### src/rvPkg.sv
package rvPkg;

	typedef logic [31:0] wordT;
	typedef logic [4:0] regAddrT;
	typedef logic [5:0] imemAddrT;

	localparam int imemWords = 64;
	localparam int dmemWords = 64;

	// Major opcodes, instr[6:0]
	localparam logic [6:0] opLui = 7'b0110111;
	localparam logic [6:0] opAuipc = 7'b0010111;
	localparam logic [6:0] opJal = 7'b1101111;
	localparam logic [6:0] opJalr = 7'b1100111;
	localparam logic [6:0] opBranch = 7'b1100011;
	localparam logic [6:0] opLoad = 7'b0000011;
	localparam logic [6:0] opStore = 7'b0100011;
	localparam logic [6:0] opImm = 7'b0010011;
	localparam logic [6:0] opReg = 7'b0110011;

	typedef enum logic [3:0] {
		aluAdd,
		aluSub,
		aluSll,
		aluSlt,
		aluSltu,
		aluXor,
		aluSrl,
		aluSra,
		aluOr,
		aluAnd,
		aluPassB
	} aluOpT;

	typedef enum logic [2:0] {
		brNone,
		brEq,
		brNe,
		brLt,
		brGe,
		brLtu,
		brGeu
	} branchTypeT;

	typedef enum logic [2:0] {immI, immS, immB, immU, immJ} immTypeT;

	typedef enum logic [1:0] {wbAlu, wbMem, wbPcPlus4} wbSelT;

	typedef enum logic [1:0] {memByte, memHalf, memWord} memSizeT;

endpackage

### src/rvImmGen.sv
`timescale 1ns/10ps

module rvImmGen (
	input  rvPkg::wordT instr,
	input  rvPkg::immTypeT immType,
	output rvPkg::wordT imm
);

	always_comb begin
		case (immType)
			rvPkg::immS: begin
				imm = {{20{instr[31]}}, instr[31:25], instr[11:7]};
			end
			rvPkg::immB: begin
				imm = {{19{instr[31]}}, instr[31], instr[7], instr[30:25], instr[11:8], 1'b0};
			end
			rvPkg::immU: begin
				imm = {instr[31:12], 12'b0};
			end
			rvPkg::immJ: begin
				imm = {{11{instr[31]}}, instr[31], instr[19:12], instr[20], instr[30:21], 1'b0};
			end
			default: begin
				imm = {{20{instr[31]}}, instr[31:20]};
			end
		endcase
	end

endmodule

### config.mk
export PLATFORM = sky130hd
export DESIGN_NAME = rvImmGen
export DESIGN_NICKNAME = d
export VERILOG_FILES = /design/src/rvPkg.sv /design/src/rvImmGen.sv
export SDC_FILE = /design/constraint.sdc
export NUM_CORES = 1
export LEC_CHECK = 0
export BUFFER_PORTS_ARGS = -buffer_cell sky130_fd_sc_hd__buf_4
export CORE_ASPECT_RATIO = 0.9
export CORE_MARGIN = 2
export CORE_UTILIZATION = 32
export DETAILED_ROUTE_END_ITERATION = 6
export PLACE_DENSITY_LB_ADDON = 0.08
export SLEW_MARGIN = 10
export SYNTH_ARGS = -nofsm -noshare
export SYNTH_HDL_FRONTEND = slang
export SYNTH_SLANG_ARGS = --single-unit
export TNS_END_PERCENT = 50
### constraint.sdc
create_clock -name vclk -period 0.9
set_clock_uncertainty 0.2 [all_clocks]
set_input_delay 0.09 -clock vclk [all_inputs]
set_output_delay 0.09 -clock vclk [all_outputs]
set_load 0.03 [all_outputs]
* Yosys cells after proc, flatten, opt, wreduce, memory -nomap -nowiden *
Index checks and enable logic that the tools add are counted.

word-level totals
  flip-flop bits (word level) = 0
  bits in latches = 0
  memory bits (writable) = 0
  ROM bits = 0
  input bits = 35
  output and inout bits = 32
  word-level logic and storage cells = 5
  memories kept = 0

operators by class
  add/subtract/negate cells = 0
  multipliers = 0
  divide/modulo/power cells = 0
  $lt $le $gt $ge = 0
  eq/ne operators = 4
  shift operators = 0
  mux-type cells = 1
  bitwise logic cells = 0
  reductions and logical operators = 0

operators with widths
  cell                                                 number
  case mux 31 bit (4 select lines)                     1
  equality test 3 x 2 -> 1 bit, second input constant  2
  equality test 3 x 1 -> 1 bit, second input constant  1
  equality test 3 bit, second input constant           1

* Longest topological paths before layout *
  word-level depth = 2
  gate-level depth with buffers = 5
  depth with buffers taken out = 3

* Worst setup path after synthesis *
No wires, ideal clock.

  kind = input port to output port
  from = input port immType[2]
  to = output port imm[12]
  data arrival time = 1283 ps
  data required time = 610 ps
  slack = -673 ps
  stages = 4
  buffers on the path = 1
  cells stage by stage = or3b_1 clkbuf_1 nor2_1 a211oi_1

on the way
  cells in the longest elaborated chain, start to end = 2
  elaborated cells between the ends (all ways) = 5
  classes of those cells = eq/ne: 4; mux: 1

ends and longest elaborated chain
  item                                               line            RTL
  from (decl)                                        rvImmGen.sv:5   input rvPkg::immTypeT immType,
  equality test 3 bit, or another cell as far along  rvImmGen.sv:10  case (immType)
  case mux 31 bit (4 select lines) (*)               rvImmGen.sv:10
  to (decl)                                          rvImmGen.sv:6   output rvPkg::wordT imm

Every way passes the cells marked *; elsewhere a longest branch is shown, timed or not.

* Final worst setup path *
  from = input port immType[1]
  to = output port imm[12]

The elaborated chain is that of the path after synthesis.

==> results by group <==
Cells and area
  • Most common cell after layout, fill and taps aside: buf_4
  • Cell area after layout: 1370 µm²
  • FFs & Latches: 0
  • # clk buffers: 0
  • Layout cells sized above 1: 0.714
  • Commonest cells after routing, fill and taps aside: buf_4, buf_6, a21o_1
  • Final std cells w/o fill: 178
  • Nets: 191
  • Final core occ: 0.808
  • Number of diodes: 0
  • Reg area: 0 µm²
  • Area Growth Syn to Fin: 132%
  • # fillers: 124

Synth
  • Simple-gate share of the synthesized area: 0.362
  • Syn Nets: 125
  • Compound-cell area share of the yosys netlist: 0.471
  • Adder-cell share of the synthesized area: 0
  • Sequential share of the synthesized area: 0
  • Main combinational cell family by area after synthesis: compound AO/OA/AOI/OAI gates
  • Post-Synthesis Cells: 90
  • Avg Inst Size Synth: 6.58 µm²
  • Synth warn: 0
  • Xor and xnor area share after synthesis: 0
  • Unique masters post-synth: 25
  • Mux share of post-synthesis cell area: 0.0338
  • Synthesized cell area: 592 µm²

Timing
  • Setup TNS Final: -11440 ps
  • Final setup viols: 31
  • Min Tclk post-route: 1330 ps
  • Final WS setup: -432 ps
  • Rel. slew slack: 0.809
  • Actual slew at the worst max-slew pin: 287 ps
  • Hold WS: 300 ps
  • Unrepaired setup endpoints after global routing: yes
  • Final hold violation count: 0
  • F_max: 751 MHz
  • Tcrit/Tclk final: 1.48
  • Final Max Slew Viols: 0

Routing
  • Via count: 945
  • DR WL met3: 100 µm
  • Pre-antenna DRT Iters: 3
  • Metal-1 WL: 960 µm
  • Iter 0 DRT Violations: 3
  • Top layer used by detailed routing: met3
  • Met2 routed WL: 1.37 mm
  • Drt drc: 0
  • DRT antenna net count: 0
  • Per-cell routed wire length: 13.7 µm
  • Routed WL: 2.43 mm
  • Vias per cell: 5.31

Power
  • Pwr Total: 1.01 mW
  • PwrDens: 732 nW/µm²
  • VDD IR max: 541 µV
  • Leak: 0.685 nW

Status
  • Outcome: finished, violations left
  • Failing checks: setup timing

GRT
  • First-pass GRT wire length: 3.62 mm
  • GR Overflow Total: 0
  • GRT Overall Usage: 0.200
  • Pin count of the biggest net entering global routing: 18
  • Vias in the first global route: 839
  • Initial antenna violation count: 0

CTS
  • Post-CTS Hold Buffers: 0

Placed design
  • Dpl hpwl: 1.80 mm
  • Placed cell area: 1200 µm²
  • Placed insts: 176
  • Port Buf Inserts: 60
  • Gpl congestion: 0.732
  • Place WS: -560 ps

Critical path
  • Crit path kind: in2out
  • CP Data Required Time: 610 ps
  • CP endpoint kind: output port
  • Worst path arrival time: 1040 ps
  • CP Max Fanout: 8
  • CP Launch Type: primary input

Run
  • MaxCap Viol Count: 0

Floorplanning
  • Num rows: 14
  • Chip Height: 44.8 µm
  • Die Width: 49.3 µm
  • Core Box Area: 1700 µm²
  • Io pins: 67
  • Initial Utilization: 0.348
  • Die area: 2210 µm²

Hold path
  • Worst Hold Class: in2out
[area by class of cell]
| class | instances | area (µm²) | share of cell area |
|---|---|---|---|
| multi-input combinational | 76 | 663 | 0.483 |
| timing repair buffer | 76 | 672 | 0.490 |
| inverter | 2 | 7.51 | 0.00547 |
| tap | 24 | 30.0 | 0.0219 |
[power breakdown]
group	internal (mW)	switching, mW	total [mW]
sequential	0	0	0
combinational	0.473	0.532	1.01
clock	0	0	0
total	0.473	0.532	1.01
[critical path: stages]
cell and delay, ps:
buf_8 110, or3b_4 470, nor2_1 150, a211oi_2 60
buf_4 170
[cells by family (layout without fill, tap and decap cells)]
logic type      Yosys count  after routing
compound gates           42             42
buf+inv                  14             78
mux                       2              2
simple gates             32             32
[Yosys cell counts]
library cell	count	share of area
and3b_1	4	0.059
nand2_1	3	0.019
nor2b_2	1	0.015
buf_4	3	0.038
nor2b_1	8	0.085
or3b_1	1	0.015
clkbuf_1	2	0.013
nor4bb_1	1	0.017
clkbuf_2	1	0.0084
a21o_1	11	0.14
nor2_1	8	0.051
o22ai_1	8	0.085
nor3_4	1	0.027
a21oi_1	6	0.051
buf_2	5	0.042
mux2i_1	2	0.034
a211oi_1	8	0.10
and4bb_2	2	0.042
nand2b_1	2	0.021
inv_1	2	0.013
o21ai_0	6	0.051
or3_1	1	0.011
a22o_1	2	0.030
a32oi_1	1	0.015
buf_6	1	0.019
[metal layers]
layer	vias to the layer above	GRT usage
met3	0	0
met2	24	0.430
li1	466	-
met4	0	0.0171
met1	455	0.232
met5	-	0
[repair_timing]
item | in CTS | in global routing
buffers inserted | 0 | 2
pin swaps | 7 | 7
gates resized for setup | 29 | 14
endpoints found under the setup margin | 31 | 31
[final timing paths]
check | startpoint | end | slack [ps] | cells past startpoint
setup / recovery | immType[1] | imm[12] | -430 | 5
hold / removal | instr[29] | imm[29] | 300 | 3
Note: power is estimated with default switching activity, not from simulation.
