--- src/rvPkg.sv ---
package rvPkg;

	typedef logic [31:0] wordT;
	typedef logic [4:0] regAddrT;
	typedef logic [5:0] imemAddrT;

	localparam int imemWords = 64;
	localparam int dmemWords = 64;

	// Major opcodes, instr[6:0]
	localparam logic [6:0] opLui = 7'b0110111;
	localparam logic [6:0] opAuipc = 7'b0010111;
	localparam logic [6:0] opJal = 7'b1101111;
	localparam logic [6:0] opJalr = 7'b1100111;
	localparam logic [6:0] opBranch = 7'b1100011;
	localparam logic [6:0] opLoad = 7'b0000011;
	localparam logic [6:0] opStore = 7'b0100011;
	localparam logic [6:0] opImm = 7'b0010011;
	localparam logic [6:0] opReg = 7'b0110011;

	typedef enum logic [3:0] {
		aluAdd,
		aluSub,
		aluSll,
		aluSlt,
		aluSltu,
		aluXor,
		aluSrl,
		aluSra,
		aluOr,
		aluAnd,
		aluPassB
	} aluOpT;

	typedef enum logic [2:0] {
		brNone,
		brEq,
		brNe,
		brLt,
		brGe,
		brLtu,
		brGeu
	} branchTypeT;

	typedef enum logic [2:0] {immI, immS, immB, immU, immJ} immTypeT;

	typedef enum logic [1:0] {wbAlu, wbMem, wbPcPlus4} wbSelT;

	typedef enum logic [1:0] {memByte, memHalf, memWord} memSizeT;

endpackage

--- src/rvFetch.sv ---
`timescale 1ns/10ps

module rvFetch (
	input  logic rstn,
	input  logic rstN,
	input  logic advance,
	input  logic imemWe,
	input  logic isJal,
	input  logic isJalr,
	input  logic taken,
	input  rvPkg::imemAddrT imemAddr,
	input  rvPkg::wordT imemData,
	input  rvPkg::wordT imm,
	input  rvPkg::wordT jalrTarget,
	output rvPkg::wordT pc,
	output rvPkg::wordT instr
);

	rvPkg::wordT imem [rvPkg::imemWords];
	rvPkg::imemAddrT pcIndex;
	rvPkg::wordT nextPc;

	always_ff @(posedge rstn) begin
		if (imemWe) begin
			imem[imemAddr] <= imemData;
		end
	end

	assign pcIndex = pc[2 +: $bits(rvPkg::imemAddrT)];
	assign instr = imem[pcIndex];

	always_comb begin
		if (isJalr) begin
			nextPc = {jalrTarget[31:1], 1'b0};
		end else if (isJal || taken) begin
			nextPc = pc + imm;
		end else begin
			nextPc = pc + 32'd4;
		end
	end

	always_ff @(posedge rstn or negedge rstN) begin
		if (!rstN) begin
			pc <= '0;
		end else if (advance) begin
			pc <= nextPc;
		end
	end

	// Jump and branch targets come from decoder, ALU and immediate
	pcInRange: assert property (@(posedge rstn) disable iff (!rstN)
		pc[1:0] == 2'b00 && pc < rvPkg::imemWords * 4)
		else $error("pc %h misaligned or outside instruction memory", pc);

endmodule

--- config.mk ---
export PLATFORM = sky130hd
export DESIGN_NAME = rvFetch
export DESIGN_NICKNAME = d
export VERILOG_FILES = /design/src/rvPkg.sv /design/src/rvFetch.sv
export SDC_FILE = /design/constraint.sdc
export NUM_CORES = 2
export LEC_CHECK = 0
export BUFFER_PORTS_ARGS = -buffer_cell sky130_fd_sc_hd__clkbuf_2
export CAP_MARGIN = 20
export CORE_ASPECT_RATIO = 1.5
export CORE_UTILIZATION = 53
export DETAILED_ROUTE_END_ITERATION = 8
export GPL_ROUTABILITY_DRIVEN = 1
export PLACE_DENSITY = 0.81
export SLEW_MARGIN = 20
export SYNTH_ARGS = -nofsm -noshare
export SYNTH_HDL_FRONTEND = slang
export SYNTH_SLANG_ARGS = --single-unit
--- constraint.sdc ---
create_clock -name rstn -period 3 [get_ports rstn]
set_input_delay 0.3 -clock rstn [delete_from_list [all_inputs] [get_ports rstn]]
set_output_delay 0.3 -clock rstn [all_outputs]
set_load 0.05 [all_outputs]
Yosys cells after proc, flatten, opt, wreduce, memory -nomap -nowiden
Memory sizes are Yosys's and may differ from the RTL's.
Index checks and enable logic that the tools add are counted.
{"block": "classes", "reduce_logical": 1, "add_sub_neg": 2, "muxes": 4}
{"cell": "2-to-1 mux 32 bit", "count": 2}
{"cell": "adder 32 x 3 -> 32 bit, second input constant", "count": 1}
{"cell": "adder 32 bit", "count": 1}
{"cell": "2-to-1 mux 1 bit", "count": 2}
{"cell": "logical OR 1 bit", "count": 1}
{"block": "word_totals", "elab_cells": 9, "n_memories": 1, "output_inout_bits": 64, "mem_bits_rw": 2048, "register_bits": 32}
{"memory": "imem", "words": 64, "word_bits": 32, "rd": 1, "rd_ports_with_merged_regs": 0, "write_ports": 1, "line_no": "rvFetch.sv:19", "text": "rvPkg::wordT imem [rvPkg::imemWords];"}

Depth between registers and ports, before layout
{"block": "depth", "ltp_word": 3, "ltp_mapped": 12}

Worst setup path before layout
Ideal clock, no wire load.
{"block": "synth_timing", "path_kind": "input -> register", "from": "in imemAddr[3]", "to": "mem imem[48][0] (netlist bit) (enable)", "n_path_buf": 1, "setup_ps": 461, "slack_ps": -485, "cell_stages": 4, "arrival_ps": 3024, "required_time_ps": 2539, "cell_sequence": "clkbuf_1 nor2b_1 nand4b_1 nor3_1"}
{"element": "start: declaration", "line_no": "rvFetch.sv:11", "text": "input rvPkg::imemAddrT imemAddr,"}
{"element": "end: declaration", "line_no": "rvFetch.sv:19"}
No word-level cell before the write port.

Final worst setup path
{"block": "layout_timing", "from": "reg pc[2]", "to": "out instr[30]"}
{"block": "layout_between", "elab_chain_cells": 1}
{"element": "start: declaration", "line_no": "rvFetch.sv:15", "text": "output rvPkg::wordT pc,"}
{"element": "start signal: assignment", "line_no": "rvFetch.sv:46", "text": "pc <= nextPc;"}
{"element": "memory read (64 x 32 bit)"}
{"element": "end: declaration", "line_no": "rvFetch.sv:16", "text": "output rvPkg::wordT instr"}
Every way passes these cells.

==> summary.txt <==
Run status
  – Status: finished, violations left
  – Failing checks: setup timing

Logic synthesis
  – Post-Syn Instances: about 3,600
  – Warnings from Yosys: 0
  – Post-synthesis sequential area ratio: 76.0%
  – Top cells by area, synth: edfxtp_1 (75%), mux4_2 (18%), dfrtp_1 (0.98%)
  – Simple-gate portion of the synthesized area: 1.80%
  – Synth unique cells: 59
  – Ys async rst share: 1.54%
  – Adder-Cell Fraction of Synth Area: less than 1%
  – Syn avg cell area: roughly 23 µm²
  – Biggest area consumer among synthesized cells: edfxtp_1
  – Syn_nets: 3,761
  – Count leader, synth: edfxtp_1
  – Post-synth top area share: 75.0%
  – Commonest cells post-synth: edfxtp_1 (2,048), mux4_2 (638), nor2_1 (105), clkbuf_1 (100), a21oi_1 (85)
  – Top FF cell, synth: edfxtp_1
  – Synthesized cell area: 82,000 µm²
  – Number of flops mapped to enable cells by yosys: a little over 2,000
  – Post-synthesis mux area share: a little under a fifth
  – XOR/XNOR Fraction of Synth Area: 0.417%
  – Seq cells post-synth: 2,080
  – Compound-cell area share of the yosys netlist: under 10%
  – Largest family of logic cells by synthesized area: multiplexers

Finish
  – Final Non-Filler Cells: 6,358
  – Layout Nets: roughly 4,300
  – Fillers: 9,106
  – Area Growth Syn to Fin: 18.1%
  – Ratio of cells with drive above 1 in the final layout: 37.4%
  – Sequential Area: 62,300 µm²
  – Multi-input logic area: 19,800 µm²

Timing
  – Final worst-path cycle share: 140%
  – RSZ-0062 raised after global routing: true
  – Final setup fails: 58
  – Fin. max-slew vios: 0
  – Final hold violations: 0
  – Max Clock Skew: ~0.013 ns
  – FMAX: 0.237 GHz
  – Crit path time final: 4.21 ns
  – Worst-Margin Slew: around 1.2 ns
  – Slew margin rel.: 19.5%
  – Setup ws final: -1.21 ns

Setup path
  – Worst reg2reg startpoint: pc[2]$_DFFE_PN0P_
  – FF-to-FF End: pc[29]$_DFFE_PN0P_
  – CP arrival: 3.91 ns
  – CP Depth: 7
  – Crit path cell chain: buf_12 > buf_12 > buf_6 > mux4_2 > mux4_2 > mux4_2 > buf_8
  – Setup crit start: pc[2]$_DFFE_PN0P_
  – CP top delay family: multiplexers
  – CP max stage cell: mux4_2
  – Most frequent CP cell: mux4_2
  – Critical Path RT: 2.70 ns
  – CP Max Fanout: 9
  – Worst Path Buf+Inv: 4
  – CP endpoint kind: output pin
  – CP Capture Point: instr[30]
  – Critical path class: flip-flop to output pin
  – Reg-to-reg slack, setup: -0.40 ns
  – Nature of the critical path startpoint: flip-flop
  – Reg2reg path depth: 17
  – Slowest cell delay on critical path: 0.61 ns

Place
  – IO buf count: 171
  – Inst Count DP: 5,937
  – GPL Wtd Cong: 0.938
  – Place WS: -0.298 ns
  – DP Wirelength: ~120,000 µm

Clock tree
  – Num CTS Buffers: ~170
  – Clock root buffer: clkbuf_16
  – Sink Count: 2,080
  – Clock Path Buffers: 3
  – CTS tree: done
  – Skew-Pair Late Insertion Delay: 0.80 ns
  – H-tree depth: 4
  – Reg clk slew, reported paths: about 0.08 ns

Floorplanning
  – Core area: 153,000 µm²
  – Initial Utilization: between 50% and 60%
  – Rows: between 150 and 200
  – Die height: 484 µm
  – Top-level I/O count: 173
  – DIE AREA: 156,000 µm²
  – Die Width: 323 µm

Global routing
  – Number of global-route vias before repair: 46,400
  – Total gr overflow: 0
  – First-pass GRT wire length: 349,000 µm
  – Tot GR Track Use: roughly a third
  – Initial antenna violation count: 30
  – Largest net degree at the start of global routing: 65

Power and ir drop
  – Pleak: 31.0 nW
  – Power per cell area: 800 nW/µm²
  – Worst vdd ir: roughly 0.93 mV

Drt
  – DR vias/cell: 7.34
  – Final wirelength: 268,000 µm
  – DRC: 0
  – First-pass DRT Iterations: 9
  – Drt wl/cell: between 40 and 50 µm
  – Vias: 46,694
  – Iter 0 DRT Violations: 8,984
  – Antenna-violating nets left: 0

Worst hold path
  – Worst hold path class: primary input to flip-flop

Job
  – Maxcap violations: 0
-- cell usage in the layout, fill, tap and decap left out, types with 30 or more instances in the layout --
master,netlist,final
ha_1,32,30
clkbuf_16,0,187
buf_4,19,215
nor2b_1,43,41
buf_12,0,120
nor2_4,0,63
clkinv_1,0,34
mux2i_1,37,32
o21ai_0,52,31
a21oi_1,85,55
edfxtp_1,2048,2048
nor2_1,105,42
nand3_1,32,30
dlygate4sd3_1,0,39
nand2_1,60,59
mux4_2,638,638
clkbuf_2,0,111
-- area by class of cell --
class	instances	area share (%)
Clock buffer	200	4.62
Clock inverter	100	1.14
Tap cell	2047	2.64
Antenna cell	11	0.0284
Timing Repair Buffer	578	6.66
Inverter	15	0.0581
Sequential cell	2080	64.4
Multi-Input combinational cell	1327	20.5
-- where the power goes --
part	switching, mW	internal [mW]
Combinational	12.0	9.49
Sequential	0.268	32.2
Clock	10.7	12.7
-- through the flow --
| step | util [%] | TNS [ns] | instance area, µm² | total power, mW | hold slack (ns) |
|---|---|---|---|---|---|
| 5_1_grt | 63.1 | -43.51 | 96800 | 78.4 | 0.0701 |
| 3_5_place_dp | 57.8 | -8.64 | 88700 | 50.3 | 0.488 |
| 6_report | 63.1 | -41.09 | 96800 | 77.4 | 0.0733 |
| 4_1_cts | 62.1 | -33.39 | 95300 | 74.2 | 0.0201 |
| 3_3_place_gp | 57.8 | -7.39 | 88700 | 49.9 | 0.501 |
| 2_1_floorplan | - | 0 | 82100 | 44.0 | 0.00441 |
-- metal layers --
layer / wire length, µm / global-route usage [%] / vias to the layer above
li1: - / - / 16518
met3: 38000 / 8.25 / 1539
met5: 261 / 0.469 / -
met2: 129000 / 53.6 / 5541
met4: 25400 / 22.4 / 26
met1: 74700 / 37.0 / 23070
-- cells by family after synthesis --
family          count (synthesis)
flops                        2080
mux                           687
simple gates                  307
compound gates                261
buf+inv                       212
xor+xnor                       39
fa+ha+maj                      33
-- repair_timing --
item,4_1_cts,5_1_grt
hold endpoints to repair,64,0
endpoints found under the setup margin,45,55
gates resized for setup,116,175
cloned,3,15
hold buffers,39,0
buffers inserted,7,49
pin swaps,12,50
-- registers in the layout (all words and copies together) (netlist names) --
signal,flops
imem,2048
pc,32
-- worst min path at each step --
stage	slack, ns	cells past startpoint	to	startpoint
after detailed placement	0.49	1	pc[31]$_DFFE_PN0P_	rstN
after global routing	0.07	1	imem[51][0]$_DFFE_PP_	imemData[0]
after CTS	0.02	2	pc[30]$_DFFE_PN0P_	advance
after floorplan	0.004	0	pc[0]$_DFFE_PN0P_	rstN
after global placement	0.50	1	pc[31]$_DFFE_PN0P_	rstN
final	0.07	1	imem[43][22]$_DFFE_PP_	imemData[22]
Note: power is estimated with default switching activity, not from simulation.
