### src/rvPkg.sv
package rvPkg;

	typedef logic [31:0] wordT;
	typedef logic [4:0] regAddrT;
	typedef logic [5:0] imemAddrT;

	localparam int imemWords = 64;
	localparam int dmemWords = 64;

	// Major opcodes, instr[6:0]
	localparam logic [6:0] opLui = 7'b0110111;
	localparam logic [6:0] opAuipc = 7'b0010111;
	localparam logic [6:0] opJal = 7'b1101111;
	localparam logic [6:0] opJalr = 7'b1100111;
	localparam logic [6:0] opBranch = 7'b1100011;
	localparam logic [6:0] opLoad = 7'b0000011;
	localparam logic [6:0] opStore = 7'b0100011;
	localparam logic [6:0] opImm = 7'b0010011;
	localparam logic [6:0] opReg = 7'b0110011;

	typedef enum logic [3:0] {
		aluAdd,
		aluSub,
		aluSll,
		aluSlt,
		aluSltu,
		aluXor,
		aluSrl,
		aluSra,
		aluOr,
		aluAnd,
		aluPassB
	} aluOpT;

	typedef enum logic [2:0] {
		brNone,
		brEq,
		brNe,
		brLt,
		brGe,
		brLtu,
		brGeu
	} branchTypeT;

	typedef enum logic [2:0] {immI, immS, immB, immU, immJ} immTypeT;

	typedef enum logic [1:0] {wbAlu, wbMem, wbPcPlus4} wbSelT;

	typedef enum logic [1:0] {memByte, memHalf, memWord} memSizeT;

endpackage

### src/rvRegFile.sv
`timescale 1ns/10ps

module rvRegFile (
	input  logic rstn,
	input  logic rstN,
	input  rvPkg::regAddrT rs1,
	input  rvPkg::regAddrT rs2,
	input  rvPkg::regAddrT rd,
	input  logic we,
	input  rvPkg::wordT wd,
	output rvPkg::wordT rd1,
	output rvPkg::wordT rd2
);

	rvPkg::wordT regs [32];

	always_ff @(posedge rstn or negedge rstN) begin
		if (!rstN) begin
			for (int i = 0; i < 32; i++) begin
				regs[i] <= '0;
			end
		end else if (we && rd != '0) begin
			regs[rd] <= wd;
		end
	end

	// Index zero reads the stored x0, held at zero
	assign rd1 = regs[rs1];
	assign rd2 = regs[rs2];

	// x0 storage must survive every retired write
	x0StaysZero: assert property (@(posedge rstn) disable iff (!rstN) regs[0] == '0)
		else $error("x0 storage became nonzero");

endmodule

### config.mk
export PLATFORM = sky130hd
export DESIGN_NAME = rvRegFile
export DESIGN_NICKNAME = d
export VERILOG_FILES = /design/src/rvPkg.sv /design/src/rvRegFile.sv
export SDC_FILE = /design/constraint.sdc
export NUM_CORES = 2
export LEC_CHECK = 0
export ABC_CLOCK_PERIOD_IN_PS = 1800
export BUFFER_PORTS_ARGS = -buffer_cell sky130_fd_sc_hd__buf_2
export CAP_MARGIN = 25
export CORE_ASPECT_RATIO = 1.2
export CORE_MARGIN = 4
export CORE_UTILIZATION = 64
export CTS_CLUSTER_DIAMETER = 30
export DETAILED_ROUTE_END_ITERATION = 7
export PLACE_DENSITY = 0.81
export SLEW_MARGIN = 15
export SYNTH_ARGS = -nofsm -noshare
export SYNTH_HDL_FRONTEND = slang
export SYNTH_SLANG_ARGS = --single-unit
### constraint.sdc
create_clock -name rstn -period 1.8 [get_ports rstn]
set_clock_uncertainty 0.15 [all_clocks]
set_input_delay 0.18 -clock rstn [delete_from_list [all_inputs] [get_ports rstn]]
set_output_delay 0.18 -clock rstn [all_outputs]
set_load 0.01 [all_outputs]
Yosys cells after proc, flatten, opt, wreduce, memory -nomap -nowiden
Index checks and enable logic that the tools add are counted.

word-level totals
  word-level logic and storage cells = 51
  register bits = 1024
  bits of input ports = 50
  output and inout port bits = 64

cells by class
  bitwise logic cells = 3
  muxes and demuxes = 9
  order comparisons = 4
  reductions and logical operators = 3

operators by type and width
  cell                number
  $bwmux 1024         1
  $bmux 32 s5         2
  $demux 32 s5        1
  $mux 32             5
  $ge 6x6->1 const B  3
  $not 5->6           3
  $lt 6x1->1 const B  1
  $reduce_bool 5->1   1
  $logic_and 1x1->1   2

Depth between registers and ports, before layout
  depth in word-level cells = 6
  depth in mapped cells = 8
  depth with buffers taken out = 5

Worst setup path after synthesis
No wires, ideal clock.

  path type = input-to-output
  start point = input port rs1[1]
  end point = output port rd1[11]
  path slack = 0.046 ns
  required time = 1.470 ns
  buffers on the path = 4
  data arrival time = 1.424 ns
  stages = 8
  cell sequence = buf_2 -> buf_4 -> buf_2 -> buf_2 -> mux2i_1 -> nand2_1 -> a31oi_1 -> nand3_1

between the ends
  word-level cells in the longest chain between the ends = 4

RTL lines
  item                                        line             text
  start, declared                             rvRegFile.sv:6   input rvPkg::regAddrT rs1,
  $not 5->6 (implied by the code)             rvRegFile.sv:28  assign rd1 = regs[rs1];
  $bmux 32 s5                                 rvRegFile.sv:28
  $mux 32 (implied by the code) (2 in a row)  rvRegFile.sv:28
  end, declared                               rvRegFile.sv:11  output rvPkg::wordT rd1,

No other way between the ends. The select of a mux whose other input is x is not followed.

Worst setup path after layout
  start point = register regs[433] (netlist name)
  end point = output port rd2[17]

between the ends
  word-level cells in the longest chain between the ends = 3

RTL lines
  item                                        line             text
  start, declared                             rvRegFile.sv:15  rvPkg::wordT regs [32];
  start signal, assigned by index             rvRegFile.sv:23  regs[rd] <= wd;
  $bmux 32 s5                                 rvRegFile.sv:29  assign rd2 = regs[rs2];
  $mux 32 (implied by the code) (2 in a row)  rvRegFile.sv:29
  end, declared                               rvRegFile.sv:12  output rvPkg::wordT rd2

No other way between the ends. The select of a mux whose other input is x is not followed.

==> metrics.md <==
| Metric | Value |
|---|---|
| First-pass GRT wire length | `slightly below 300 mm` |
| Final Net Count | `5003` |
| Most flops, register | `regs` |
| Initial Util | `0.6466` |
| Core Util, Final | `0.7995` |
| Reg2Reg Depth | `3` |
| Sw Share | `0.2953` |
| Seq pwr share | `0.384` |
| Syn Nets | `4651` |
| Gate power share | `0.189` |
| Detailed Route WL | `203.2 mm` |
| CTS max path bufs | `3` |
| Average cell area after synthesis | `12.16 µm²` |
| Lkg Pwr | `0.03297 µW` |
| Max cap viols | `0` |
| Share of layout cells above drive strength 1 | `0.3971` |
| Net Switching | `24270 µW` |
| Number of port buffers | `113` |
| Core area | `between 0.08 and 0.09 mm²` |
| Crit path to | `rd2[17]` |
| Clk Latency, worst-skew pair | `0.74 ns` |
| Syn Std Cell Area | `0.05594 mm²` |
| Origin of the worst setup path | `regs[433]` |
| WP data arrival | `2.46 ns` |
| Fmax | `0.3579 GHz` |
| Clock Tree Root | `clkbuf_16` |
| Grt ovf | `0` |
| Worst setup margin | `-0.9941 ns` |
| Worst path cell trace | `mux2i_1, nand2_1, a31oi_4, nand3_2, buf_2` |
| Worst-path fanout max | `3` |
| Top Registers | `regs (1024)` |
| Maximum VDD drop | `1127 µV` |
| Final HPWL DP | `115.1 mm` |
| Wire per inst | `between 30 and 40 µm` |
| Yosys top cell area share | `0.4581` |
| Post-synthesis cell count | `approximately 4600` |
| Pint | `57920 µW` |
| I/O pins | `roughly 110` |
| Fillers | `approximately 4200` |
| DR pass1 iterations | `7` |
| Worst Hold Launch | `rd[0]` |
| Setup TNS | `-50.22 ns` |
| Area leader, netlist | `dfrtp_1` |
| Chip width | `roughly 280 µm` |
| CTS clock-pin slew for the worst setup and hold paths | `0.05 ns` |
| Slew margin rel. | `0.4093` |
| Fin crit share | `1.552` |
| RSZ-0062 raised after global routing | `true` |
| CP max stage cell | `mux2i_1` |
| Area growth, synth to finish | `23.65%` |
| Final worst path period need | `2.794 ns` |
| Full die area | `approximately 0.092 mm²` |
| Initial antenna violation count | `9` |
| Die Ht | `~330 µm` |
| Max reg flops | `just over 1000` |
| CP startpoint kind | `flop` |
| Failing checks | `setup timing` |
| Synthesis-stage register bit count | `approximately 1000` |
| Flop-to-flop setup slack | `between 0.5 and 0.6 ns` |
| Vias in the first global route | `just under 50000` |
| FF-to-FF End | `regs[813]` |
| TritonCTS Buffers | `171` |
| Worst-Margin Slew | `approximately 0.88 ns` |
| Setup Crit Path Kind | `flop to output port` |
| Vias per cell | `7.357` |
| Routability cong. | `0.9070` |
| GR Util All Layers | `0.4184` |
| Synth cell types | `28` |
| PwrDens | `1188 mW/mm²` |
| Hold crit path type | `input port to flop` |
| Slew Limit Fails | `0` |
| Yosys warnings | `0` |
| Status | `finished, violations left` |
| Vias | `45920` |
| Residual DRC | `0` |
| Worst r2r src | `regs[813]` |
| Largest cells by area after synthesis | `dfrtp_1 (46%), mux2_2 (19%), mux2i_1 (18%)` |
| Final hold viol count | `0` |
| Largest net degree at the start of global routing | `68` |
| Row count | `between 100 and 150` |
| CTS tree | `built` |
| Setup Viol. Count Final | `249` |
| Clock Sinks | `around 1000` |
| CP max stage delay | `approximately 0.48 ns` |
| Seq/Total Area, Yosys | `0.4581` |
| Drt initial violations | `6505` |
| Critical Path RT | `1.47 ns` |
| Clock power share | `0.427` |
| CP endpoint kind | `output port` |
| H-tree levels | `4` |
| Routed Antenna Nets | `0` |
[worst max-delay path, delay by kind of cell (launching register included)]
kind / cells / cell delay, ns
AO/OA/AOI/OAI: 1 / 0.29
buffers and inverters: 1 / 0.16
flip-flops: 1 / 0.42
multiplexers: 1 / 0.48
AND/OR/NAND/NOR: 2 / 0.35
[cell usage in the layout (no fill, tap or decap), drive strengths merged, types with 7 or more instances in the layout]
master / instances
inv: 32
mux2: 992
a22oi: 192
nand2: 210
a22o: 128
clkinv: 34
diode: 7
bufinv: 26
buf: 612
clkinvlp: 17
nor3: 65
nor2: 19
nand3: 194
a31oi: 64
dlygate4sd3: 40
dfrtp: 1024
mux2i: 1024
a21oi: 192
clkbuf: 205
[synth_stat cells]
library cell  count
or2_2             3
nor2_1            3
nor3_1           65
mux2_2          953
buf_4            64
buf_6            48
nor3b_1           1
a22oi_1         192
and2_1            2
a21oi_1         192
and3b_1           1
mux2i_1        1024
or3b_4            1
a22o_1          128
nand3_1         194
nand2_1         210
buf_2           111
clkbuf_1        224
buf_1            26
nor3b_2           3
nand3b_1          4
nor2_4           16
a31oi_1          64
nor2b_1           4
mux2_1           39
dfrtp_1        1024
nand2b_1          4
and3_1            1
[cell type report]
type | count | area, µm² | share of cell area
multi-input combinational | 3104 | 28660 | 0.4143
timing repair buffer | 652 | 7274 | 0.1052
clock buffer | 205 | 4713 | 0.06814
antenna | 7 | 17.52 | 0.0002532
sequential | 1024 | 25620 | 0.3704
tap | 1140 | 1426 | 0.02062
clock inverter | 109 | 1461 | 0.02113
[power groups by stage]
| stage | Sequential [µW] | Combinational, µW | Clock, µW |
|---|---|---|---|
| floorplan | 30100 | 9680 | 0 |
| global placement | 30800 | 13100 | 0 |
| detailed placement | 31200 | 13700 | 0 |
| CTS | 31100 | 14600 | 35000 |
| global route | 31800 | 16300 | 36200 |
| finish | 31600 | 15500 | 35100 |
[how the worst min path moves through the flow]
stage | cells past startpoint | endpoint | slack, ns
after global placement | 1 | regs[584] | -0.09
after detailed placement | 1 | regs[712] | -0.08
after floorplan | 0 | regs[0] | -0.27
after global routing | 5 | regs[503] | 0.03
after CTS | 5 | regs[503] | 0.01
final | 5 | regs[503] | 0.02
[per-layer routing]
| layer | part of all wire | GRT usage | vias to the layer above |
|---|---|---|---|
| met4 | 0.094 | 0.3160 | 4 |
| met3 | 0.12 | 0.1146 | 1406 |
| li1 | - | - | 17750 |
| met1 | 0.35 | 0.5125 | 22820 |
| met5 | 0.00015 | 0 | - |
| met2 | 0.44 | 0.6327 | 3945 |
[what timing repair did]
item,in CTS,in global routing
hold endpoints to repair,2014,59
pin swaps,81,81
resized for setup,127,47
buffers inserted,18,15
hold buffers,39,2
endpoints found under the setup margin,64,843
[cells by family (layout without fill, tap and decap cells)]
| logic type | count (synthesis) | after routing | share of synthesized area |
|---|---|---|---|
| DFF | 1024 | 1024 | 0.4581 |
| and+or+nand+nor | 512 | 512 | 0.04395 |
| other | 0 | 7 | 0 |
| buffers and inverters | 473 | 966 | 0.04496 |
| muxes | 2016 | 2016 | 0.3829 |
| AOI/OAI and AO/OA | 576 | 576 | 0.07014 |
[per-stage QoR]
stage	area [µm²]	total power, µW	cells	hold WS [ns]	worst slack, ns
finish	69170	82180	6241	0.02073	-0.9941
global route	69170	84390	6238	0.02678	-0.8931
CTS	68800	80710	6221	0.01315	-0.8092
detailed placement	61450	44830	5856	-0.07989	-0.4813
global placement	61450	43890	5856	-0.08753	-0.4610
floorplan	55940	39730	4601	-0.2656	0.04631
No activity file was read; power rests on OpenSTA's default activity.
