===== config.mk =====
export PLATFORM = sky130hd
export DESIGN_NAME = rvDecoder
export DESIGN_NICKNAME = d
export VERILOG_FILES = /design/src/rvPkg.sv /design/src/rvDecoder.sv
export SDC_FILE = /design/constraint.sdc
export NUM_CORES = 1
export LEC_CHECK = 0
export BUFFER_PORTS_ARGS = -buffer_cell sky130_fd_sc_hd__buf_2
export CORE_AREA = 2 2 39 41
export DETAILED_ROUTE_END_ITERATION = 6
export DIE_AREA = 0 0 41 43
export GPL_TIMING_DRIVEN = 0
export PLACE_DENSITY = 0.9
export SETUP_SLACK_MARGIN = 0.5
export SLEW_MARGIN = 25
export SYNTH_ARGS = -nofsm -noshare
export SYNTH_HDL_FRONTEND = slang
export SYNTH_SLANG_ARGS = --single-unit
export TNS_END_PERCENT = 50

===== constraint.sdc =====
create_clock -name vclk -period 3.2
set_clock_uncertainty 0.05 [all_clocks]
set_input_delay 0.48 -clock vclk [all_inputs]
set_output_delay 0.48 -clock vclk [all_outputs]
set_load 0.1 [all_outputs]

===== src/rvPkg.sv =====
package rvPkg;

	typedef logic [31:0] wordT;
	typedef logic [4:0] regAddrT;
	typedef logic [5:0] imemAddrT;

	localparam int imemWords = 64;
	localparam int dmemWords = 64;

	// Major opcodes, instr[6:0]
	localparam logic [6:0] opLui = 7'b0110111;
	localparam logic [6:0] opAuipc = 7'b0010111;
	localparam logic [6:0] opJal = 7'b1101111;
	localparam logic [6:0] opJalr = 7'b1100111;
	localparam logic [6:0] opBranch = 7'b1100011;
	localparam logic [6:0] opLoad = 7'b0000011;
	localparam logic [6:0] opStore = 7'b0100011;
	localparam logic [6:0] opImm = 7'b0010011;
	localparam logic [6:0] opReg = 7'b0110011;

	typedef enum logic [3:0] {
		aluAdd,
		aluSub,
		aluSll,
		aluSlt,
		aluSltu,
		aluXor,
		aluSrl,
		aluSra,
		aluOr,
		aluAnd,
		aluPassB
	} aluOpT;

	typedef enum logic [2:0] {
		brNone,
		brEq,
		brNe,
		brLt,
		brGe,
		brLtu,
		brGeu
	} branchTypeT;

	typedef enum logic [2:0] {immI, immS, immB, immU, immJ} immTypeT;

	typedef enum logic [1:0] {wbAlu, wbMem, wbPcPlus4} wbSelT;

	typedef enum logic [1:0] {memByte, memHalf, memWord} memSizeT;

endpackage


===== src/rvDecoder.sv =====
`timescale 1ns/10ps

module rvDecoder (
	input  rvPkg::wordT instr,
	output rvPkg::aluOpT aluOp,
	output logic aluSrcImm,
	output logic aluSrcPc,
	output logic regWrite,
	output logic memWrite,
	output logic memRead,
	output logic memUnsigned,
	output logic isJal,
	output logic isJalr,
	output logic illegal,
	output rvPkg::memSizeT memSize,
	output rvPkg::immTypeT immType,
	output rvPkg::wbSelT wbSel,
	output rvPkg::branchTypeT branchType
);

	logic [6:0] opcode;
	logic [2:0] funct3;
	logic [6:0] funct7;
	logic f7Zero;
	logic f7Alt;
	logic isReg;

	assign opcode = instr[6:0];
	assign funct3 = instr[14:12];
	assign funct7 = instr[31:25];
	assign f7Zero = (funct7 == 7'b0000000);
	assign f7Alt = (funct7 == 7'b0100000);
	assign isReg = (opcode == rvPkg::opReg);

	always_comb begin
		aluOp = rvPkg::aluAdd;
		aluSrcImm = 1'b0;
		aluSrcPc = 1'b0;
		regWrite = 1'b0;
		memWrite = 1'b0;
		memRead = 1'b0;
		memUnsigned = 1'b0;
		isJal = 1'b0;
		isJalr = 1'b0;
		illegal = 1'b0;
		memSize = rvPkg::memWord;
		immType = rvPkg::immI;
		wbSel = rvPkg::wbAlu;
		branchType = rvPkg::brNone;
		case (opcode)
			rvPkg::opLui: begin
				regWrite = 1'b1;
				aluSrcImm = 1'b1;
				immType = rvPkg::immU;
				aluOp = rvPkg::aluPassB;
			end
			rvPkg::opAuipc: begin
				regWrite = 1'b1;
				aluSrcImm = 1'b1;
				aluSrcPc = 1'b1;
				immType = rvPkg::immU;
			end
			rvPkg::opJal: begin
				regWrite = 1'b1;
				isJal = 1'b1;
				immType = rvPkg::immJ;
				wbSel = rvPkg::wbPcPlus4;
			end
			rvPkg::opJalr: begin
				// ALU forms rs1 + imm as the target
				regWrite = 1'b1;
				isJalr = 1'b1;
				aluSrcImm = 1'b1;
				wbSel = rvPkg::wbPcPlus4;
				illegal = (funct3 != 3'b000);
			end
			rvPkg::opBranch: begin
				immType = rvPkg::immB;
				case (funct3)
					3'b000: branchType = rvPkg::brEq;
					3'b001: branchType = rvPkg::brNe;
					3'b100: branchType = rvPkg::brLt;
					3'b101: branchType = rvPkg::brGe;
					3'b110: branchType = rvPkg::brLtu;
					3'b111: branchType = rvPkg::brGeu;
					default: illegal = 1'b1;
				endcase
			end
			rvPkg::opLoad: begin
				regWrite = 1'b1;
				memRead = 1'b1;
				aluSrcImm = 1'b1;
				wbSel = rvPkg::wbMem;
				memUnsigned = funct3[2];
				case (funct3)
					3'b000, 3'b100: memSize = rvPkg::memByte;
					3'b001, 3'b101: memSize = rvPkg::memHalf;
					3'b010: memSize = rvPkg::memWord;
					default: illegal = 1'b1;
				endcase
			end
			rvPkg::opStore: begin
				memWrite = 1'b1;
				aluSrcImm = 1'b1;
				immType = rvPkg::immS;
				case (funct3)
					3'b000: memSize = rvPkg::memByte;
					3'b001: memSize = rvPkg::memHalf;
					3'b010: memSize = rvPkg::memWord;
					default: illegal = 1'b1;
				endcase
			end
			rvPkg::opImm, rvPkg::opReg: begin
				regWrite = 1'b1;
				aluSrcImm = !isReg;
				// funct7 must be zero for R-type unless noted per item
				illegal = isReg && !f7Zero;
				case (funct3)
					3'b000: begin
						aluOp = (isReg && f7Alt) ? rvPkg::aluSub : rvPkg::aluAdd;
						illegal = isReg && !(f7Zero || f7Alt);
					end
					3'b001: begin
						aluOp = rvPkg::aluSll;
						illegal = !f7Zero;
					end
					3'b010: aluOp = rvPkg::aluSlt;
					3'b011: aluOp = rvPkg::aluSltu;
					3'b100: aluOp = rvPkg::aluXor;
					3'b101: begin
						aluOp = f7Alt ? rvPkg::aluSra : rvPkg::aluSrl;
						illegal = !(f7Zero || f7Alt);
					end
					3'b110: aluOp = rvPkg::aluOr;
					default: aluOp = rvPkg::aluAnd;
				endcase
			end
			default: illegal = 1'b1;
		endcase
		// Nothing may write or redirect on a bad encoding
		if (illegal) begin
			regWrite = 1'b0;
			memWrite = 1'b0;
			memRead = 1'b0;
			isJal = 1'b0;
			isJalr = 1'b0;
			branchType = rvPkg::brNone;
		end
	end

endmodule


# Word-level counts from Yosys, hierarchy flattened
# Index checks and enable logic that the tools add are counted.
word_totals:
  wordCells: 68
  n_memories: 0
  romBits: 0
  out_inout_bits: 23
  ramBits: 0
  latch_bits: 0
  reg_bits: 0
classes:
  n_lt_le_gt_ge: 0
  muxes: 30
  div: 0
  n_reduce_logical: 21
  eq_ne: 17
  shift: 0
  add_sub_neg: 0
  multipliers: 0
  bitwise: 0
op_table:
  columns: ["op", "count"]
  rows:
  - ["equality test 7 x 6 -> 1 bit (second input constant)", 4]
  - ["case mux 4 bit (7 select lines)", 1]
  - ["equality test 7 bit (second input constant)", 3]
  - ["case mux 3 bit (6 select lines)", 1]
  - ["2-to-1 mux 1 bit", 17]
  - ["case mux 2 bit (2 select lines)", 4]
  - ["equality test 7 x 5 -> 1 bit (second input constant)", 2]
  - ["equality test 3 bit (second input constant)", 4]
  - ["case mux 3 bit (4 select lines)", 1]
  - ["OR reduction 2 bit", 5]
  - ["OR reduction 5 bit", 2]
  - ["case mux 4 bit (2 select lines)", 1]
  - ["equality test 7 x 2 -> 1 bit (second input constant)", 1]
  - ["logical NOT 7 bit", 1]
  - ["OR reduction 7 bit", 1]
  - ["equality test 3 x 2 -> 1 bit (second input constant)", 2]
  - ["2-to-1 mux 3 bit", 2]
  - ["case mux 1 bit (6 select lines)", 1]
  - ["OR reduction 3 bit", 2]
  - ["OR reduction 6 bit", 1]
  - ["equality test 3 x 1 -> 1 bit (second input constant)", 1]
  - ["logical AND 1 bit", 3]
  - ["logical NOT 1 bit", 3]
  - ["logical NOT 3 bit", 1]
  - ["other kinds (4)", 4]

# Depth between registers and ports, before layout
# Gate-level depths: netlist (run 1).
depth:
  ltp_word: 7
  ltp_mapped: 5

# Least setup slack after synthesis (run 1)
# OpenSTA, ideal clock, no wires.
synth_path:
  path_type: "input to output"
  startpoint: "input port instr[14]"
  endpoint: "output port regWrite"
  slack_ns: -1.265
  t_arrival_ns: 3.935
  cell_stages: 5
  path_cell_list: "clkbuf_1 > xor2_1 > o21ai_0 > a211oi_1 > nor4_1"
synth_between:
  elab_chain_cells: 5
  word_cells_on_any_way: 17
  cone_classes: "eq/ne (6); mux (6); reduce/logical (5)"
synth_rtl:
  columns: ["item", "line", "text"]
  rows:
  - ["from (decl)", "rvDecoder.sv:4", "input rvPkg::wordT instr,"]
  - ["equality test 3 bit, or another cell as far along", "rvDecoder.sv:79", "case (funct3)"]
  - ["OR reduction 6 bit (no source line), or another cell as far along", null, null]
  - ["2-to-1 mux 1 bit, on equally long branches", "rvDecoder.sv:79, rvDecoder.sv:95, rvDecoder.sv:106", null]
  - ["case mux 1 bit (6 select lines) (*)", "rvDecoder.sv:50", "case (opcode)"]
  - ["2-to-1 mux 1 bit (*)", "rvDecoder.sv:141", "if (illegal) begin"]
  - ["to (decl)", "rvDecoder.sv:8", "output logic regWrite,"]
# Mark *: on every way between the ends. The rest lies on a longest branch, timed or not.

# Worst setup path in the final report (run 1)
layout_path:
  startpoint: "input port instr[6]"
  endpoint: "output port illegal"
layout_between:
  elab_chain_cells: 4
  word_cells_on_any_way: 15
  cone_classes: "eq/ne (9); mux (2); reduce/logical (4)"
layout_rtl:
  columns: ["item", "line", "text"]
  rows:
  - ["equality test 7 x 6 -> 1 bit", "rvDecoder.sv:33, rvDecoder.sv:50", null]
  - ["logical AND 1 bit, on equally long branches", "rvDecoder.sv:117, rvDecoder.sv:121", null]
  - ["case mux 1 bit (3 select lines)", "rvDecoder.sv:118", "case (funct3)"]
  - ["case mux 1 bit (6 select lines) (*)", "rvDecoder.sv:50", null]
  - ["to (decl)", "rvDecoder.sv:14", "output logic illegal,"]
# Marked as above.

==> summary.md, run 1 <==
| Metric | Value |
|---|---|
| Share of Yosys cell area claimed by the top area cell type | `10.1%` |
| Pwr dens | `108 nW/um^2` |
| Gpl congestion | `approximately 0.78` |
| Required time of the critical path | `2670 ps` |
| Slew Limit Fails | `0` |
| Area taken by flip-flops and latches | `0 sq um` |
| Die outline height | `43 um` |
| Arr. time, crit path | `around 2100 ps` |
| Total Die Area | `1760 sq um` |
| Total non-filler cell area in the finished layout | `769 sq um` |
| Final antenna-violating net count | `0` |
| Critical Path Stages | `7` |
| Min-delay worst type | `in -> out` |
| WL per Instance | `12.1 um` |
| Total wirelength of the detailed-routed design | `1710 um` |
| Critical path endpoint | `illegal` |
| Global-route wire length before repair | `around 2400 um` |
| Core region area | `1380 sq um` |
| Crit Path Max Fanout | `10` |
| Num rows | `14` |
| Ratio of cells with drive above 1 in the final layout | `39.2%` |
| Area Growth Syn to Fin | `58.5%` |
| Initial antenna violation count | `0` |
| Buf+Inv Stages, Crit Path | `3` |
| Max-cap violations | `0` |
| Top delay family on crit path | `simple AND/OR/NAND/NOR gates` |
| Standard cell area after detailed placement | `roughly 750 sq um` |
| Critical path start-end classification | `in -> out` |
| Sum of net half-perimeters after detailed placement | `1330 um` |
| Overflow after GRT | `0` |
| Clock period minus worst slack | `2660 ps` |
| Element type at the critical path end | `primary output` |
| Sequential share of the synthesized area | `0%` |
| P_leak | `0.367 nW` |
| Number of antenna cells inserted | `0` |
| Most frequent cells after synthesis | `sky130_fd_sc_hd__nor2_1 (13), sky130_fd_sc_hd__nand2_1 (7), sky130_fd_sc_hd__a21oi_1 (6), sky130_fd_sc_hd__nor3_1 (6), sky130_fd_sc_hd__o21ai_0 (6)` |
| Pin count of the biggest net entering global routing | `11` |
| Max-slew headroom at the worst pin | `67.7%` |
| Outcome | `finished, final reports clean` |
| Pin slew with the least headroom to its limit | `slightly below 500 ps` |
| Yosys synthesis warning count | `0` |
| Area of the mapped netlist | `485 sq um` |
| Initial cell density of the core | `35.1%` |
| Maximum clock frequency | `about 0.38 GHz` |
| Count of endpoints failing setup in the final report | `0` |
| Register share of total power | `0%` |
| Cell accounting for the most synthesized area | `sky130_fd_sc_hd__nor2_1` |
| Start point of the critical path | `instr[6]` |
| Critical-path cell list | `buf_2 > buf_2 > or4_1 > a211o_1 > a21oi_4 > or4_1 > buf_6` |
| Number of global-route vias before repair | `between 600 and 700` |
| Switch share | `70.5%` |
| Stage delay of the slowest cell on the critical path | `roughly 420 ps` |
| DRC errors left | `0` |
| Worst hold margin | `between 1000 and 1500 ps` |
| Avg Synthesized Cell Area | `5.58 sq um` |
| Overall fraction of global-route tracks in use | `18.0%` |
| RSZ-0062 raised after global routing | `no` |
| Worst Slack Setup Final | `about 540 ps` |
| Cell Int Power | `0.0246 mW` |
| Per-cell via count in the routed design | `5.72` |
| First-iteration detailed-routing DRC count | `32` |
| Net Switching | `approximately 0.059 mW` |
| Die Span X | `41 um` |
| Cell count after synthesis | `87` |
| Most frequent cell after synthesis | `sky130_fd_sc_hd__nor2_1` |
| Count of sequential standard cells | `0` |
| Proportion of power drawn by the clock network | `0%` |
| IO Port Bufs | `38` |
| Final-stage net count | `159` |
| Startpoint kind of the worst setup timing path | `input pin` |
| Clock tree buffer count of the final layout | `0` |
| Via count | `806` |
| CP max-delay cell | `sky130_fd_sc_hd__or4_1` |
| Top cells by area, synth | `sky130_fd_sc_hd__nor2_1 (10%), sky130_fd_sc_hd__and3_1 (6.4%), sky130_fd_sc_hd__nor2b_1 (6.4%)` |
| I/O Pins | `55` |
| Period Utilization, post-route | `83.2%` |
| Final count of hold timing violations | `0` |
| Synthesized Nets | `119` |
| Cell variety after synth | `26` |
| Post-cts hold buffer count | `0` |
| VDD IR max | `0.0442 mV` |
| Combinational group share of total power | `100.0%` |
| Setup Slack @ Placement | `337 ps` |
| Pre-Repair DR Iteration Count | `4` |
==> through the flow <==
| stage | power [mW] | cells | TNS, ps | utilization (%) |
|---|---|---|---|---|
| final | 0.0833 | 141 | 0 | 55.6 |
| after global routing | 0.0889 | 141 | 0 | 55.6 |
| after global placement | 0.0786 | 141 | 0 | 54.2 |
| after floorplan | 0.0581 | 87 | -1050 | - |
| after detailed placement | 0.0809 | 141 | 0 | 54.2 |
| after CTS | 0.0817 | 141 | 0 | 55.0 |
==> routing by layer <==
layer / global-route usage (%) / part of all wire (%)
met5: 0 / 0
met3: 0.524 / 10
met4: 0 / 0
met1: 23.5 / 44
met2: 32.8 / 46
==> timing repair <==
action / in CTS / in global routing
gates resized for setup: 2 / 3
endpoints found under the hold margin: 0 / 0
pin swaps: 0 / 0
setup endpoints to repair: 2 / 3
cloned: 0 / 0
buffers inserted: 0 / 0
==> worst min-delay path by stage <==
stage,endpoint,cells after the start,slack [ps],from
2_1_floorplan,immType[0],2,1200,instr[4]
3_3_place_gp,regWrite,4,1460,instr[1]
3_5_place_dp,regWrite,4,1470,instr[1]
4_1_cts,regWrite,4,1470,instr[1]
5_1_grt,immType[2],3,1500,instr[3]
6_report,regWrite,4,1470,instr[1]
==> cell type report <==
type                       count  area, sq um
buffer                         7         28.8
fill                         146          614
inverter                       3         11.3
multi-input combinational     77          510
tap                           16         20.0
timing repair buffer          38          199
==> cells by family (layout without fill, tap and decap cells) <==
family,Yosys count,after routing,share of synthesized area (%)
xor gates and xnor gates,1,1,1.80
AOI/OAI and AO/OA,23,23,31.4
muxes,1,1,2.32
and+or+nand+nor,52,52,56.2
buffers and inverters,10,48,8.25
==> power groups by stage <==
stage / sequential, mW / combinational [mW] / clock [mW]
after floorplan: 0 / 0.0581 / 0
after global placement: 0 / 0.0786 / 0
after detailed placement: 0 / 0.0809 / 0
after CTS: 0 / 0.0817 / 0
after global routing: 0 / 0.0889 / 0
final: 0 / 0.0833 / 0
==> cells in the final DEF, fill, tap and decap left out, drive strengths merged <==
cell / instances
o21ai: 6
nand2b: 2
mux2: 1
a21oi: 7
and3b: 1
inv: 3
nand2: 7
nand3: 3
or4: 2
a311oi: 1
nor2: 13
xor2: 1
a211o: 3
and3: 5
a32oi: 1
nor4: 3
a211oi: 4
clkbuf: 6
a221o: 1
nand4: 1
and4b: 1
buf: 39
nor3: 6
nor2b: 5
and2: 3
Note: power is estimated with default switching activity, not from simulation.
==> run 2, diff against run 1 <==
Settings changed: CORE_AREA 2 2 39 41 to unset, CORE_MARGIN set to 2, CORE_UTILIZATION set to 36, DIE_AREA 0 0 41 43 to unset, PLACE_DENSITY 0.9 to 0.89.
Clock period 3.2 ns to 2.7 ns, I/O delays scaled along.
==> summary.md, run 2 (same netlist as run 1, synthesis figures left out) <==
| Metric | Value |
|---|---|
| Number of antenna cells inserted | `0` |
| Die outline height | `40.7 um` |
| Max-slew headroom at the worst pin | `between 60% and 70%` |
| Total wirelength of the detailed-routed design | `2330 um` |
| Most frequent cell on the critical path | `sky130_fd_sc_hd__buf_6` |
| Crit Path Max Fanout | `4` |
| Stage delay of the slowest cell on the critical path | `400 ps` |
| Overflow after GRT | `0` |
| RSZ-0062 raised after global routing | `yes` |
| Footprint of the multi-input gates | `654 sq um` |
| Placed cells | `140` |
| Via count | `867` |
| Total Die Area | `1660 sq um` |
| Min-delay worst type | `in -> out` |
| Count of endpoints failing setup in the final report | `0` |
| Pre-Repair DR Iteration Count | `4` |
| Arr. time, crit path | `1850 ps` |
| Ratio of cells with drive above 1 in the final layout | `62.3%` |
| Per-cell via count in the routed design | `5.98` |
| Count of sequential standard cells | `0` |
| Number of filler cells placed in the layout | `67` |
| Startpoint kind of the worst setup timing path | `input pin` |
| Slew Limit Fails | `0` |
| Global-route wire length before repair | `3220 um` |
| Final Instance Count excl. Fillers | `145` |
| Number of global-route vias before repair | `704` |
| Sum of net half-perimeters after detailed placement | `1450 um` |
| I/O Pins | `55` |
| CP max-delay cell | `sky130_fd_sc_hd__or4_4` |
| Highest-count cells in the layout ignoring fill and taps | `sky130_fd_sc_hd__buf_2 (25), sky130_fd_sc_hd__nor2_1 (7), sky130_fd_sc_hd__buf_4 (7)` |
| Outcome | `finished, final reports clean` |
| P_leak | `between 0.4 and 0.5 nW` |
| Final count of hold timing violations | `0` |
| WL per Instance | `16.1 um` |
| Max-cap violations | `0` |
| IO Port Bufs | `38` |
| Overall fraction of global-route tracks in use | `between 20 and 30%` |
| Area Growth Syn to Fin | `129%` |
| Worst hold margin | `roughly 1100 ps` |
| Final antenna-violating net count | `0` |
| Required time of the critical path | `around 2300 ps` |
| Final-stage net count | `164` |
| Initial antenna violation count | `0` |
| DRC errors left | `0` |
| Gpl congestion | `0.786` |
| Endpoint, Worst Hold | `aluOp[0]` |
| Clock tree buffer count of the final layout | `0` |
| Clock period minus worst slack | `2310 ps` |
| Die Span X | `40.7 um` |
| Summed negative setup slack over all endpoints | `0 ps` |
| VDD IR max | `0.0795 mV` |
| Element type at the critical path end | `primary output` |
| Post-cts hold buffer count | `0` |
| Critical-path cell list | `buf_6 > buf_6 > or4_4 > a211o_1 > a21oi_4 > buf_12 > nor4_4 > buf_6` |
| Core region area | `1280 sq um` |
| Area taken by flip-flops and latches | `0 sq um` |
| Maximum clock frequency | `0.434 GHz` |
| Critical path start-end classification | `in -> out` |
| Pin count of the biggest net entering global routing | `11` |
| Pin slew with the least headroom to its limit | `490 ps` |
| Startpoint of the most critical hold path | `instr[14]` |
| Most common library cell in the layout ignoring fill and taps | `sky130_fd_sc_hd__buf_2` |
| Pwr dens | `127 nW/um^2` |
| Period Utilization, post-route | `85.4%` |
| Num rows | `13` |
| WHS Path Cells | `3` |
| First-iteration detailed-routing DRC count | `16` |
| Initial cell density of the core | `37.8%` |
==> run 2: changes by cell type in the layout (fill, tap and decap cells not counted), sizes merged <==
cell / previous run / this run
buf: 39 / 44
==> run 2: stage by stage <==
| stage | area [sq um] | power, mW | setup WS, ps | util [%] |
|---|---|---|---|---|
| 5_1_grt | 1110 | 0.148 | 359 | 86.6 |
| 6_report | 1110 | 0.142 | 395 | 86.6 |
| 3_3_place_gp | 905 | 0.113 | 62.0 | 70.4 |
| 3_5_place_dp | 905 | 0.115 | 54.3 | 70.4 |
| 2_1_floorplan | 696 | 0.0867 | 155 | - |
| 4_1_cts | 1040 | 0.130 | 314 | 81.2 |
==> run 2: what timing repair did <==
action,CTS,global route
buffers inserted,4,1
pin swaps,5,6
setup endpoints to repair,10,16
resized for setup,25,22
hold endpoints to repair,0,0
==> run 2: worst max-delay path: cells and delay by family <==
kind | cells | cell delay (ps)
AOI/OAI and AO/OA | 2 | 460
buffers and inverters | 4 | 550
and+or+nand+nor | 2 | 430
==> run 2: per-layer routing <==
metal	routed length (um)	track usage (%)	vias to the layer above
met5	0	0	-
met2	1210	49.6	33
met3	79	2.72	6
li1	-	-	409
met4	56	10.8	0
met1	984	34.2	419
==> run 2: worst max-delay path by stage <==
| stage | startpoint | end | cells after the start |
|---|---|---|---|
| floorplan | instr[6] | wbSel[0] | 4 |
| global placement | instr[3] | illegal | 6 |
| detailed placement | instr[3] | illegal | 6 |
| CTS | instr[13] | illegal | 7 |
| global route | instr[6] | regWrite | 8 |
| finish | instr[6] | regWrite | 8 |
==> run 2: area by class of cell <==
class | instances | area share, %
timing repair buffer | 43 | 31.4
buffer | 7 | 7.09
inverter | 3 | 1.01
multi-input combinational | 77 | 58.8
tap | 15 | 1.69
==> run 2: where the power goes <==
part	switching, mW	total, mW	leakage [nW]	internal (mW)
Combinational	0.0889	0.142	0.487	0.0530
Sequential	0	0	0	0
Clock	0	0	0	0
